## src/peri_pkg.sv

```systemverilog
`default_nettype none

package peri_pkg;

    typedef logic [10:0] addr_t;     // Peripheral address
    typedef logic [31:0] word_t;
    typedef logic [7:0]  byte_t;
    typedef logic [7:0]  pins_t;     // Eight pads
    typedef logic [3:0]  slot_t;     // Slot within a bank
    typedef logic [15:0] slot_sel_t; // One-hot over the 16 slots
    typedef logic [4:0]  func_sel_t; // [4] simple bank, [3:0] slot
    typedef logic [13:0] irq_t;      // User interrupts 2 to 15

    // Access size as sent by the core, 3 means idle
    typedef enum logic [1:0] {
        ACC_BYTE = 2'b00,
        ACC_HALF = 2'b01,
        ACC_WORD = 2'b10,
        ACC_NONE = 2'b11
    } acc_size_e;

    // Core request, held until data ready
    typedef struct packed {
        addr_t     addr;
        word_t     wdata;
        acc_size_e wr_size;
        acc_size_e rd_size;
    } bus_req_t;

    // Answer of one slot
    typedef struct packed {
        word_t rdata;
        logic  ready;
    } peri_resp_t;

    localparam int NUM_SLOTS = 16;
    localparam int NUM_PINS  = 8;

    // Occupied slots
    localparam slot_t SLOT_GPIO    = 4'd1;
    localparam slot_t SLOT_FULL_EX = 4'd15;
    localparam slot_t SLOT_BYTE_EX = 4'd15;  // Simple bank

    // GPIO register map, pin k select at GPIO_FSEL_OFS + 4k
    localparam logic [5:0] GPIO_OUT_OFS  = 6'h00;
    localparam logic [5:0] GPIO_IN_OFS   = 6'h04;
    localparam logic [5:0] GPIO_FSEL_OFS = 6'h20;

    // Full example register map
    localparam logic [5:0] FEX_DATA_OFS    = 6'h00;
    localparam logic [5:0] FEX_IN_OFS      = 6'h04;
    localparam logic [5:0] FEX_IRQ_CLR_OFS = 6'h08;

    localparam func_sel_t FSEL_RESET = 5'd1;  // All pins on GPIO

endpackage

`default_nettype wire
```

## src/tqv_peripherals.sv

```systemverilog
`timescale 1ns/1ps
`default_nettype none

module tqv_peripherals (
    input  wire                         clk,
    input  wire                         rst_n,
    input  wire peri_pkg::pins_t        i_ui_in,
    input  wire peri_pkg::bus_req_t     i_req,
    input  wire                         i_data_read_complete,
    output peri_pkg::word_t             o_data_out,
    output logic                        o_data_ready,
    output peri_pkg::pins_t             o_uo_out,
    output peri_pkg::irq_t              o_user_interrupts
);
    import peri_pkg::*;

    bus_req_t                   req_masked;
    peri_resp_t                 sel_resp;
    bus_req_t [NUM_SLOTS-1:0]   user_req;
    slot_sel_t                  simple_wr;
    logic                       full_irq;

    // Driven per slot below
    wire peri_resp_t [NUM_SLOTS-1:0] user_resp;
    wire byte_t      [NUM_SLOTS-1:0] simple_data;
    wire pins_t      [NUM_SLOTS-1:0] user_pins;
    wire pins_t      [NUM_SLOTS-1:0] simple_pins;

    peri_read_buffer read_buf_i (
        .clk                  (clk),
        .rst_n                (rst_n),
        .i_req                (i_req),
        .i_resp               (sel_resp),
        .i_data_read_complete (i_data_read_complete),
        .o_req                (req_masked),
        .o_data_out           (o_data_out),
        .o_data_ready         (o_data_ready)
    );

    peri_addr_decode decode_i (
        .i_req         (req_masked),
        .o_user_req    (user_req),
        .o_simple_wr   (simple_wr),
        .i_user_resp   (user_resp),
        .i_simple_data (simple_data),
        .o_resp        (sel_resp)
    );

    gpio_ctrl gpio_i (
        .clk           (clk),
        .rst_n         (rst_n),
        .i_req         (user_req[SLOT_GPIO]),
        .i_ui_in       (i_ui_in),
        .o_resp        (user_resp[SLOT_GPIO]),
        .i_user_pins   (user_pins),
        .i_simple_pins (simple_pins),
        .o_gpio_pins   (user_pins[SLOT_GPIO]),
        .o_uo_out      (o_uo_out)
    );

    full_example_peri full_ex_i (
        .clk     (clk),
        .rst_n   (rst_n),
        .i_req   (user_req[SLOT_FULL_EX]),
        .i_ui_in (i_ui_in),
        .o_resp  (user_resp[SLOT_FULL_EX]),
        .o_pins  (user_pins[SLOT_FULL_EX]),
        .o_irq   (full_irq)
    );

    byte_example_peri byte_ex_i (
        .clk     (clk),
        .rst_n   (rst_n),
        .i_wr    (simple_wr[SLOT_BYTE_EX]),
        .i_addr  (req_masked.addr[3:0]),
        .i_wdata (req_masked.wdata[7:0]),
        .o_rdata (simple_data[SLOT_BYTE_EX]),
        .o_pins  (simple_pins[SLOT_BYTE_EX])
    );

    // Empty slots read zero, answer at once and leave their pins low
    for (genvar s = 0; s < NUM_SLOTS; s++) begin : g_empty
        if (s != SLOT_GPIO && s != SLOT_FULL_EX) begin : g_user
            assign user_resp[s] = '{rdata: '0, ready: 1'b1};
            assign user_pins[s] = '0;
        end
        if (s != SLOT_BYTE_EX) begin : g_simple
            assign simple_data[s] = '0;
            assign simple_pins[s] = '0;
        end
    end

    // Interrupt n of user slot n, vector starts at 2
    always_comb begin
        o_user_interrupts                   = '0;
        o_user_interrupts[SLOT_FULL_EX - 2] = full_irq;
    end

endmodule

`default_nettype wire

```

## src/byte_example_peri.sv

```systemverilog
`timescale 1ns/1ps
`default_nettype none

module byte_example_peri (
    input  wire                    clk,
    input  wire                    rst_n,
    input  wire                    i_wr,
    input  wire [3:0]              i_addr,
    input  wire peri_pkg::byte_t   i_wdata,
    output peri_pkg::byte_t        o_rdata,
    output peri_pkg::pins_t        o_pins
);
    import peri_pkg::*;

    byte_t regs [4];
    logic  in_range;

    assign in_range = i_addr[3:2] == 2'b00;  // Registers 0 to 3

    always_ff @(posedge clk) begin
        if (!rst_n) begin
            for (int r = 0; r < 4; r++) begin
                regs[r] <= '0;
            end
        end else if (i_wr && in_range) begin
            regs[i_addr[1:0]] <= i_wdata;
        end
    end

    assign o_rdata = in_range ? regs[i_addr[1:0]] : '0;

    // Register 0 drives the pads
    assign o_pins = regs[0];

endmodule

`default_nettype wire

```

## src/full_example_peri.sv

```systemverilog
`timescale 1ns/1ps
`default_nettype none

module full_example_peri (
    input  wire                         clk,
    input  wire                         rst_n,
    input  wire peri_pkg::bus_req_t     i_req,
    input  wire peri_pkg::pins_t        i_ui_in,
    output peri_pkg::peri_resp_t        o_resp,
    output peri_pkg::pins_t             o_pins,
    output logic                        o_irq
);
    import peri_pkg::*;

    word_t      data_q;
    logic       irq_q;
    logic       ready_q;
    logic [5:0] ofs;

    assign ofs = i_req.addr[5:0];

    always_ff @(posedge clk) begin
        if (!rst_n) begin
            data_q  <= '0;
            irq_q   <= 1'b0;
            ready_q <= 1'b0;
        end else begin
            if (ofs == FEX_DATA_OFS) begin
                case (i_req.wr_size)
                    ACC_BYTE: data_q[7:0]  <= i_req.wdata[7:0];
                    ACC_HALF: data_q[15:0] <= i_req.wdata[15:0];
                    ACC_WORD: data_q       <= i_req.wdata;
                    default: ;
                endcase
                if (i_req.wr_size != ACC_NONE) begin
                    irq_q <= 1'b1;  // Any data write raises the interrupt
                end
            end
            if (ofs == FEX_IRQ_CLR_OFS && i_req.wr_size != ACC_NONE) begin
                irq_q <= 1'b0;
            end
            // Read answered one cycle later
            ready_q <= i_req.rd_size != ACC_NONE;
        end
    end

    always_comb begin
        o_resp.ready = ready_q;
        case (ofs)
            FEX_DATA_OFS: o_resp.rdata = data_q;
            FEX_IN_OFS:   o_resp.rdata = word_t'(i_ui_in);
            default:      o_resp.rdata = '0;
        endcase
    end

    assign o_pins = data_q[7:0];
    assign o_irq  = irq_q;

endmodule

`default_nettype wire

```

## src/gpio_ctrl.sv

```systemverilog
`timescale 1ns/1ps
`default_nettype none

module gpio_ctrl (
    input  wire                                          clk,
    input  wire                                          rst_n,
    input  wire peri_pkg::bus_req_t                      i_req,
    input  wire peri_pkg::pins_t                         i_ui_in,
    output peri_pkg::peri_resp_t                         o_resp,
    input  wire peri_pkg::pins_t [peri_pkg::NUM_SLOTS-1:0] i_user_pins,
    input  wire peri_pkg::pins_t [peri_pkg::NUM_SLOTS-1:0] i_simple_pins,
    output peri_pkg::pins_t                              o_gpio_pins,
    output peri_pkg::pins_t                              o_uo_out
);
    import peri_pkg::*;

    pins_t      gpio_out;
    func_sel_t  fsel [NUM_PINS];
    logic [5:0] ofs;
    logic       wr_active;
    logic       fsel_hit;
    logic [2:0] fsel_idx;

    assign ofs       = i_req.addr[5:0];
    assign wr_active = i_req.wr_size != ACC_NONE;

    // Select registers fill the upper half of the slot, one per word
    assign fsel_hit = (ofs[5:2] >= GPIO_FSEL_OFS[5:2]) && (ofs[1:0] == 2'b00);
    assign fsel_idx = ofs[4:2];

    always_ff @(posedge clk) begin
        if (!rst_n) begin
            gpio_out <= '0;
            for (int k = 0; k < NUM_PINS; k++) begin
                fsel[k] <= FSEL_RESET;
            end
        end else if (wr_active) begin
            if (ofs == GPIO_OUT_OFS) begin
                gpio_out <= i_req.wdata[7:0];
            end
            if (fsel_hit) begin
                fsel[fsel_idx] <= i_req.wdata[4:0];
            end
        end
    end

    always_comb begin
        o_resp.ready = 1'b1;
        if (ofs == GPIO_OUT_OFS) begin
            o_resp.rdata = word_t'(gpio_out);
        end else if (ofs == GPIO_IN_OFS) begin
            o_resp.rdata = word_t'(i_ui_in);
        end else if (fsel_hit) begin
            o_resp.rdata = word_t'(fsel[fsel_idx]);
        end else begin
            o_resp.rdata = '0;  // Unmapped offset
        end
    end

    // Each pad takes the same bit of the slot its select names
    always_comb begin
        for (int k = 0; k < NUM_PINS; k++) begin
            if (fsel[k][4]) begin
                o_uo_out[k] = i_simple_pins[fsel[k][3:0]][k];
            end else begin
                o_uo_out[k] = i_user_pins[fsel[k][3:0]][k];
            end
        end
    end

    assign o_gpio_pins = gpio_out;  // Looped back as user slot pins

endmodule

`default_nettype wire

```

## src/peri_read_buffer.sv

```systemverilog
`timescale 1ns/1ps
`default_nettype none

module peri_read_buffer (
    input  wire                          clk,
    input  wire                          rst_n,
    input  wire peri_pkg::bus_req_t      i_req,
    input  wire peri_pkg::peri_resp_t    i_resp,
    input  wire                          i_data_read_complete,
    output peri_pkg::bus_req_t           o_req,
    output peri_pkg::word_t              o_data_out,
    output logic                         o_data_ready
);
    import peri_pkg::*;

    word_t data_q;
    logic  hold_q;
    logic  ready_q;
    logic  read_req;
    logic  write_req;
    logic  capture;

    assign read_req  = i_req.rd_size != ACC_NONE;
    assign write_req = i_req.wr_size != ACC_NONE;
    assign capture   = i_resp.ready && read_req && !hold_q;

    always_ff @(posedge clk) begin
        if (capture) begin
            data_q <= i_resp.rdata;
        end
    end

    always_ff @(posedge clk) begin
        if (!rst_n) begin
            hold_q  <= 1'b0;
            ready_q <= 1'b0;
        end else begin
            if (capture) begin
                hold_q <= 1'b1;
            end else if (i_data_read_complete) begin
                hold_q <= 1'b0;
            end
            ready_q <= read_req && i_resp.ready;  // Follows the data register
        end
    end

    // No second read toward the slots while the result is presented
    always_comb begin
        o_req = i_req;
        if (ready_q) begin
            o_req.rd_size = ACC_NONE;
        end
    end

    assign o_data_out   = data_q;
    assign o_data_ready = ready_q || write_req;  // Writes finish in the request cycle

endmodule

`default_nettype wire

```

## src/peri_addr_decode.sv

```systemverilog
`timescale 1ns/1ps
`default_nettype none

module peri_addr_decode (
    input  wire peri_pkg::bus_req_t                           i_req,
    output peri_pkg::bus_req_t   [peri_pkg::NUM_SLOTS-1:0]    o_user_req,
    output peri_pkg::slot_sel_t                               o_simple_wr,
    input  wire peri_pkg::peri_resp_t [peri_pkg::NUM_SLOTS-1:0] i_user_resp,
    input  wire peri_pkg::byte_t [peri_pkg::NUM_SLOTS-1:0]    i_simple_data,
    output peri_pkg::peri_resp_t                              o_resp
);
    import peri_pkg::*;

    logic  simple_bank;
    slot_t slot;

    assign simple_bank = i_req.addr[10];
    assign slot        = simple_bank ? i_req.addr[7:4] : i_req.addr[9:6];

    // Only the addressed user slot sees an active request
    always_comb begin
        for (int s = 0; s < NUM_SLOTS; s++) begin
            o_user_req[s] = i_req;
            if (simple_bank || slot != slot_t'(s)) begin
                o_user_req[s].wr_size = ACC_NONE;
                o_user_req[s].rd_size = ACC_NONE;
            end
        end
    end

    always_comb begin
        o_simple_wr       = '0;
        o_simple_wr[slot] = simple_bank && (i_req.wr_size != ACC_NONE);
    end

    // Response of the addressed slot
    always_comb begin
        if (simple_bank) begin
            o_resp.rdata = word_t'(i_simple_data[slot]);
            o_resp.ready = 1'b1;  // Byte slots answer at once
        end else begin
            o_resp = i_user_resp[slot];
        end
    end

endmodule

`default_nettype wire

```

## config.mk

```make
export PLATFORM = sky130hd
export DESIGN_NAME = tqv_peripherals
export DESIGN_NICKNAME = d
export VERILOG_FILES = /design/src/peri_pkg.sv /design/src/tqv_peripherals.sv /design/src/byte_example_peri.sv /design/src/full_example_peri.sv /design/src/gpio_ctrl.sv /design/src/peri_read_buffer.sv /design/src/peri_addr_decode.sv
export SDC_FILE = /design/constraint.sdc
export NUM_CORES = 1
export LEC_CHECK = 0
export BUFFER_PORTS_ARGS = -buffer_cell sky130_fd_sc_hd__buf_4
export CAP_MARGIN = 0
export CORE_ASPECT_RATIO = 2
export CORE_UTILIZATION = 55
export CTS_CLUSTER_SIZE = 12
export DETAILED_ROUTE_END_ITERATION = 10
export PLACE_DENSITY = 0.87
export REMOVE_ABC_BUFFERS = 1
export SLEW_MARGIN = 40
export SYNTH_ARGS = -nofsm -noshare
export SYNTH_HDL_FRONTEND = slang
export SYNTH_SLANG_ARGS = --single-unit
```

## constraint.sdc

```tcl
create_clock -name clk -period 6 [get_ports clk]
set_input_delay 0.9 -clock clk [delete_from_list [all_inputs] [get_ports clk]]
set_output_delay 0.9 -clock clk [all_outputs]
set_load 0.1 [all_outputs]
```

After elaboration in Yosys (flattened, before gate mapping):

Memories as Yosys holds them, arrays and structs flattened.
Cells that the tools add are included.

* bits of input ports: 58
* memories: 2
* register bits: 76
* logic and storage cells: 134
* output and inout bits: 55
* bits in writable memories: 72

* multiplexer cells: 72
* bitwise gates (word level): 2
* equal/unequal tests: 11
* reductions and logical operators: 26
* magnitude comparators: 11

Memories
* gpio_i.fsel: depth 8, width 5, read ports 9, clocked after Yosys merged registers in 0, write ports 8, RTL line gpio_ctrl.sv:18 `func_sel_t fsel [NUM_PINS];`
* byte_ex_i.regs: depth 4, width 8, read ports 2, clocked after Yosys merged registers in 0, write ports 4, RTL line byte_example_peri.sv:15 `byte_t regs [4];`

Operators by type and width (count)
* binary-select mux 8 bit (select 4 bit): 17
* binary-select mux 33 bit (select 4 bit): 1
* 2-to-1 mux 32 bit: 2
* case mux 32 bit (2 select lines): 1
* < comparator 4 x 5 -> 1 bit (second input constant): 9
* 2-to-1 mux 8 bit: 5
* 2-to-1 mux 33 bit: 1
* 2-to-1 mux 1 bit: 23
* 2-to-1 mux 4 bit: 5
* 2-to-1 mux 5 bit: 4
* bitwise AND 16 bit: 1
* 2-to-1 mux 7 bit: 2
* 2-to-1 mux 6 bit: 2
* inequality test 2 bit (second input constant): 5
* AND reduction 2 bit: 5
* 2-to-1 mux 3 bit: 3
* 2-to-1 mux 9 bit: 1
* 2-to-1 mux 2 bit: 4
* OR reduction 8 bit: 1
* logical AND 1 bit: 7
* == test 6 x 3 -> 1 bit (second input constant): 1
* == test 6 x 4 -> 1 bit (second input constant): 1
* zero test 2 bit: 3
* zero test 6 bit: 1
* other kinds (14): 17

Logic depth before layout (Yosys ltp):

* depth after elaboration: 12
* depth in mapped cells: 10
* depth with buffers taken out: 8

Cells and area by module:

A second synthesis with hierarchy kept.

* cells, all modules: 2647
* area total of the unflattened synthesis: 21378.0 µm²

Modules (own cells, without submodules)
* peri_addr_decode: instances 1, cells each 1715, seq. area each 0.0 µm², area each 11444.7 µm²
* gpio_ctrl: instances 1, cells each 510, seq. area each 1361.3 µm², area each 5101.1 µm²
* full_example_peri: instances 1, cells each 200, seq. area each 680.7 µm², area each 1794.2 µm²
* byte_example_peri: instances 1, cells each 118, seq. area each 960.9 µm², area each 1527.7 µm²
* peri_read_buffer: instances 1, cells each 88, seq. area each 1001.0 µm², area each 1397.6 µm²
* tqv_peripherals: instances 1, cells each 16, seq. area each 0.0 µm², area each 112.6 µm²

Least setup slack after synthesis:

No wires, ideal clock.

* kind: input port to flip-flop
* from: input port i_req[39] in the netlist's numbering
* to: memory byte_ex_i.regs[0][0] in the netlist's numbering, enable pin
* stages on the path: 6
* arrival: 2.741 ns
* required time: 5.613 ns
* path buffers: 2
* slack: 2.872 ns
* setup time: 0.387 ns
* cell sequence: buf_2 or2_2 buf_2 nor3_2 nand2_1 o31ai_1

RTL lines
* start, declared: RTL line tqv_peripherals.sv:8 `input wire peri_pkg::bus_req_t i_req,`
* end, declared: RTL line byte_example_peri.sv:15

==> key figures <==
Synthesis
  – Syn avg cell area: approximately 12 um2
  – Top cells by area, synth: edfxtp_1 44%, dfxtp_1 13%, and2_1 7.9%, mux4_2 5.8%, a21boi_0 3.2%
  – Register area share after synthesis: between 50% and 60%
  – Mapped Area: between 7000 and 8000 um2
  – Yosys top cell by area: edfxtp_1
  – Synth Instances: roughly 580
  – Synth unique cells: 46
  – Synthesized flop and latch total: roughly 150
  – Top-count cell post-synth: edfxtp_1
  – Synth Warn #: 0
  – Top_reg_cell synth: edfxtp_1
  – Synth top cells by count: 104 x edfxtp_1, 89 x and2_1, 53 x nand2_1, 44 x dfxtp_1, 30 x a21boi_0
  – Synth top area share: between 40% and 50%
  – FFs w/ async S/R, synth: 0%
  – Post-synth EDFFs: 104

Power
  – Pleak: between 0.003 and 0.004 uW
  – Worst VDD drop: between 0.2 and 0.25 mV
  – Total Power: between 2000 and 3000 uW
  – Power Dens Cells: a little over 300 nW/um2

Clocking
  – TritonCTS clock tree: yes
  – Clock Tree Root: clkbuf_16
  – H-tree depth: 4
  – CTS Buf Count: 17
  – Post-CTS setup buffer count: 0
  – Hold-fix buffers at CTS: 0
  – Later-pin clock latency in the skew report: between 400 and 500 ps
  – Clock tree buffer depth: 2
  – CTS clk-pin slew, worst paths: about 70 ps
  – Clock Sinks: between 100 and 150
  – PostCTS Resize Cnt: 0

Status
  – Status: finished clean

Floorplanning
  – Die height: roughly 160 um
  – Ports: between 100 and 150
  – Die Wd: between 80 and 90 um
  – Die ar.: 13,300 um2
  – Core Rows: between 50 and 60
  – Core area: ~12,000 um2
  – Initial Util: between 50% and 60%

Worst setup path
  – Crit path cell chain: buf_4 > nor4_2 > nand4_1 > nor3_1 > nand2b_1
  – WS Path Type: input pin to flip-flop
  – Crit end category: flip-flop
  – Critical Path AT: 3300 ps
  – Critical Path RT: a little over 6000 ps
  – CP Max Fanout: 8
  – Slowest stage cell, crit path: nor3_1
  – CP max stage delay: slightly below 800 ps
  – Startpoint types: input pin

Final layout
  – # diodes: 0
  – Number of nets in the layout: 727
  – Layout cells sized above 1: between 20% and 30%
  – Synthesis-to-layout area growth: 18.9%

Placement
  – Pre-CTS setup slack: ~2400 ps
  – DP Wirelength: 12,800 um
  – RD Place Congestion: 0.954
  – Port buffer count: between 90 and 100

Hold path
  – HP Class: flip-flop to flip-flop

STA
  – Layout Skew: about 8.7 ps
  – # setup viols final: 0
  – Final worst-path setup slack: approximately 2800 ps
  – Max_slew headroom: between 40% and 50%
  – Worst hold slack: about 430 ps
  – RSZ-0062 raised after global routing: no
  – Least-Margin Pin Slew: 779 ps
  – Setup tns final: 0 ps
  – Final min period: 3190 ps
  – Tcrit/Tclk final: a little over half
  – Final hold vios: 0
  – Max-slew violations: 0
  – Fmax: between 300 and 400 MHz

Route
  – DRC Markers: 0
  – Detail Route Antenna Nets: 0
  – Routed vias/inst: a little over 6
  – Drt wl/cell: roughly 21 um
  – Starting DRT DRC Count: 500
  – Post-Route WL: ~18,000 um
  – Drt pass-1 iters: 5
  – Vias: around 5,100

Global routing
  – Pin count of the biggest net entering global routing: 58
  – Overflow after GRT: 0
  – Total GRT Usage: between 20 and 30%
  – Vias in the first global route: 5,231
  – Initial antenna violation count: 0
  – First-pass GRT wire length: 26,900 um

Run
  – Max-Cap Viols: 0
-- power by group --
part	internal [uW]	switching, uW	total (uW)
clock network	606	439	1050
registers	1140	23.5	1160
logic	83.7	250	334
-- state kept, by name, summed over array words and instances, names as in the netlist --
name,cells
byte_ex_i.regs,32
read_buf_i.ready_q,1
full_ex_i.o_irq,1
read_buf_i.o_data_out,32
full_ex_i.data_q,32
full_ex_i.ready_q,1
gpio_i.fsel,40
read_buf_i.hold_q,1
gpio_i.o_gpio_pins,8
-- cell families (layout without fill, tap and decap cells) --
| group | after synthesis | after routing | share of synthesized area, % |
|---|---|---|---|
| adders and majority gates | 3 | 3 | 0.534 |
| buffers and inverters | 51 | 135 | 3.79 |
| AOI/OAI and AO/OA | 96 | 96 | 9.38 |
| muxes | 36 | 36 | 8.33 |
| and+or+nand+nor | 248 | 248 | 21.0 |
| DFF | 148 | 148 | 57.0 |
| other | 1 | 13 | 0.0533 |
-- through the flow --
| stage | instance area, um2 | utilization [%] | instances |
|---|---|---|---|
| after floorplan | 6820 | - | 547 |
| after global placement | 7760 | 62.1 | 797 |
| after detailed placement | 7760 | 62.2 | 797 |
| after CTS | 8350 | 66.9 | 829 |
| after global routing | 8360 | 67.0 | 829 |
| final | 8360 | 67.0 | 829 |
-- critical path: cells and delay by family --
kind                   cells  cell delay [ps]
buffers and inverters      1              120
AND/OR/NAND/NOR            4             2290
-- placed cells by master (no fill, tap or decap), types with 5 or more instances in the layout --
cell type | synthesis | layout
edfxtp_1 | 104 | 104
buf_4 | 14 | 100
and2_1 | 89 | 89
nand2_1 | 53 | 53
dfxtp_1 | 44 | 44
a21boi_0 | 30 | 30
o21ai_0 | 26 | 24
nand3_1 | 20 | 20
nand2b_1 | 19 | 19
mux4_2 | 18 | 18
mux2i_1 | 18 | 18
and3_1 | 18 | 18
clkbuf_16 | 0 | 18
conb_1 | 1 | 13
a22oi_1 | 11 | 11
nor2b_1 | 9 | 9
o221ai_1 | 8 | 8
nor4b_1 | 8 | 8
a21oi_1 | 8 | 8
nor3_1 | 7 | 7
inv_6 | 0 | 6
a2bb2oi_1 | 5 | 5
-- layer usage --
| layer | share of wire (%) | global-route usage (%) | up-vias |
|---|---|---|---|
| met4 | 6.1 | 18.4 | 0 |
| met5 | 0 | 0 | - |
| met1 | 32 | 28.9 | 2452 |
| li1 | - | - | 2276 |
| met3 | 7.3 | 5.39 | 75 |
| met2 | 54 | 50.1 | 294 |
-- final cells by class --
class                   count  area (um2)
fillers                   882        4120
flip-flops and latches    148        4000
multi-input cells         396        2820
repair buffers            100         751
clock buffers              18         450
well taps                 150         188
clock inverters            14         139
inverters                   3        11.3
-- worst paths after layout --
check	slack, ps	to	startpoint	depth (start not counted)
worst min-delay path	430	full_ex_i.ready_q$_SDFF_PN0_	read_buf_i.ready_q$_SDFF_PN0_	1
worst max register to register	4350	read_buf_i.o_data_out[0]$_DFFE_PP_	gpio_i.fsel[6][0]$_SDFFCE_PN1P_	3
worst min register to register	430	full_ex_i.ready_q$_SDFF_PN0_	read_buf_i.ready_q$_SDFF_PN0_	1
worst max-delay path	2810	gpio_i.fsel[6][3]$_SDFFCE_PN0P_	i_req[46]	5
Power figures use the tool's default switching activity.
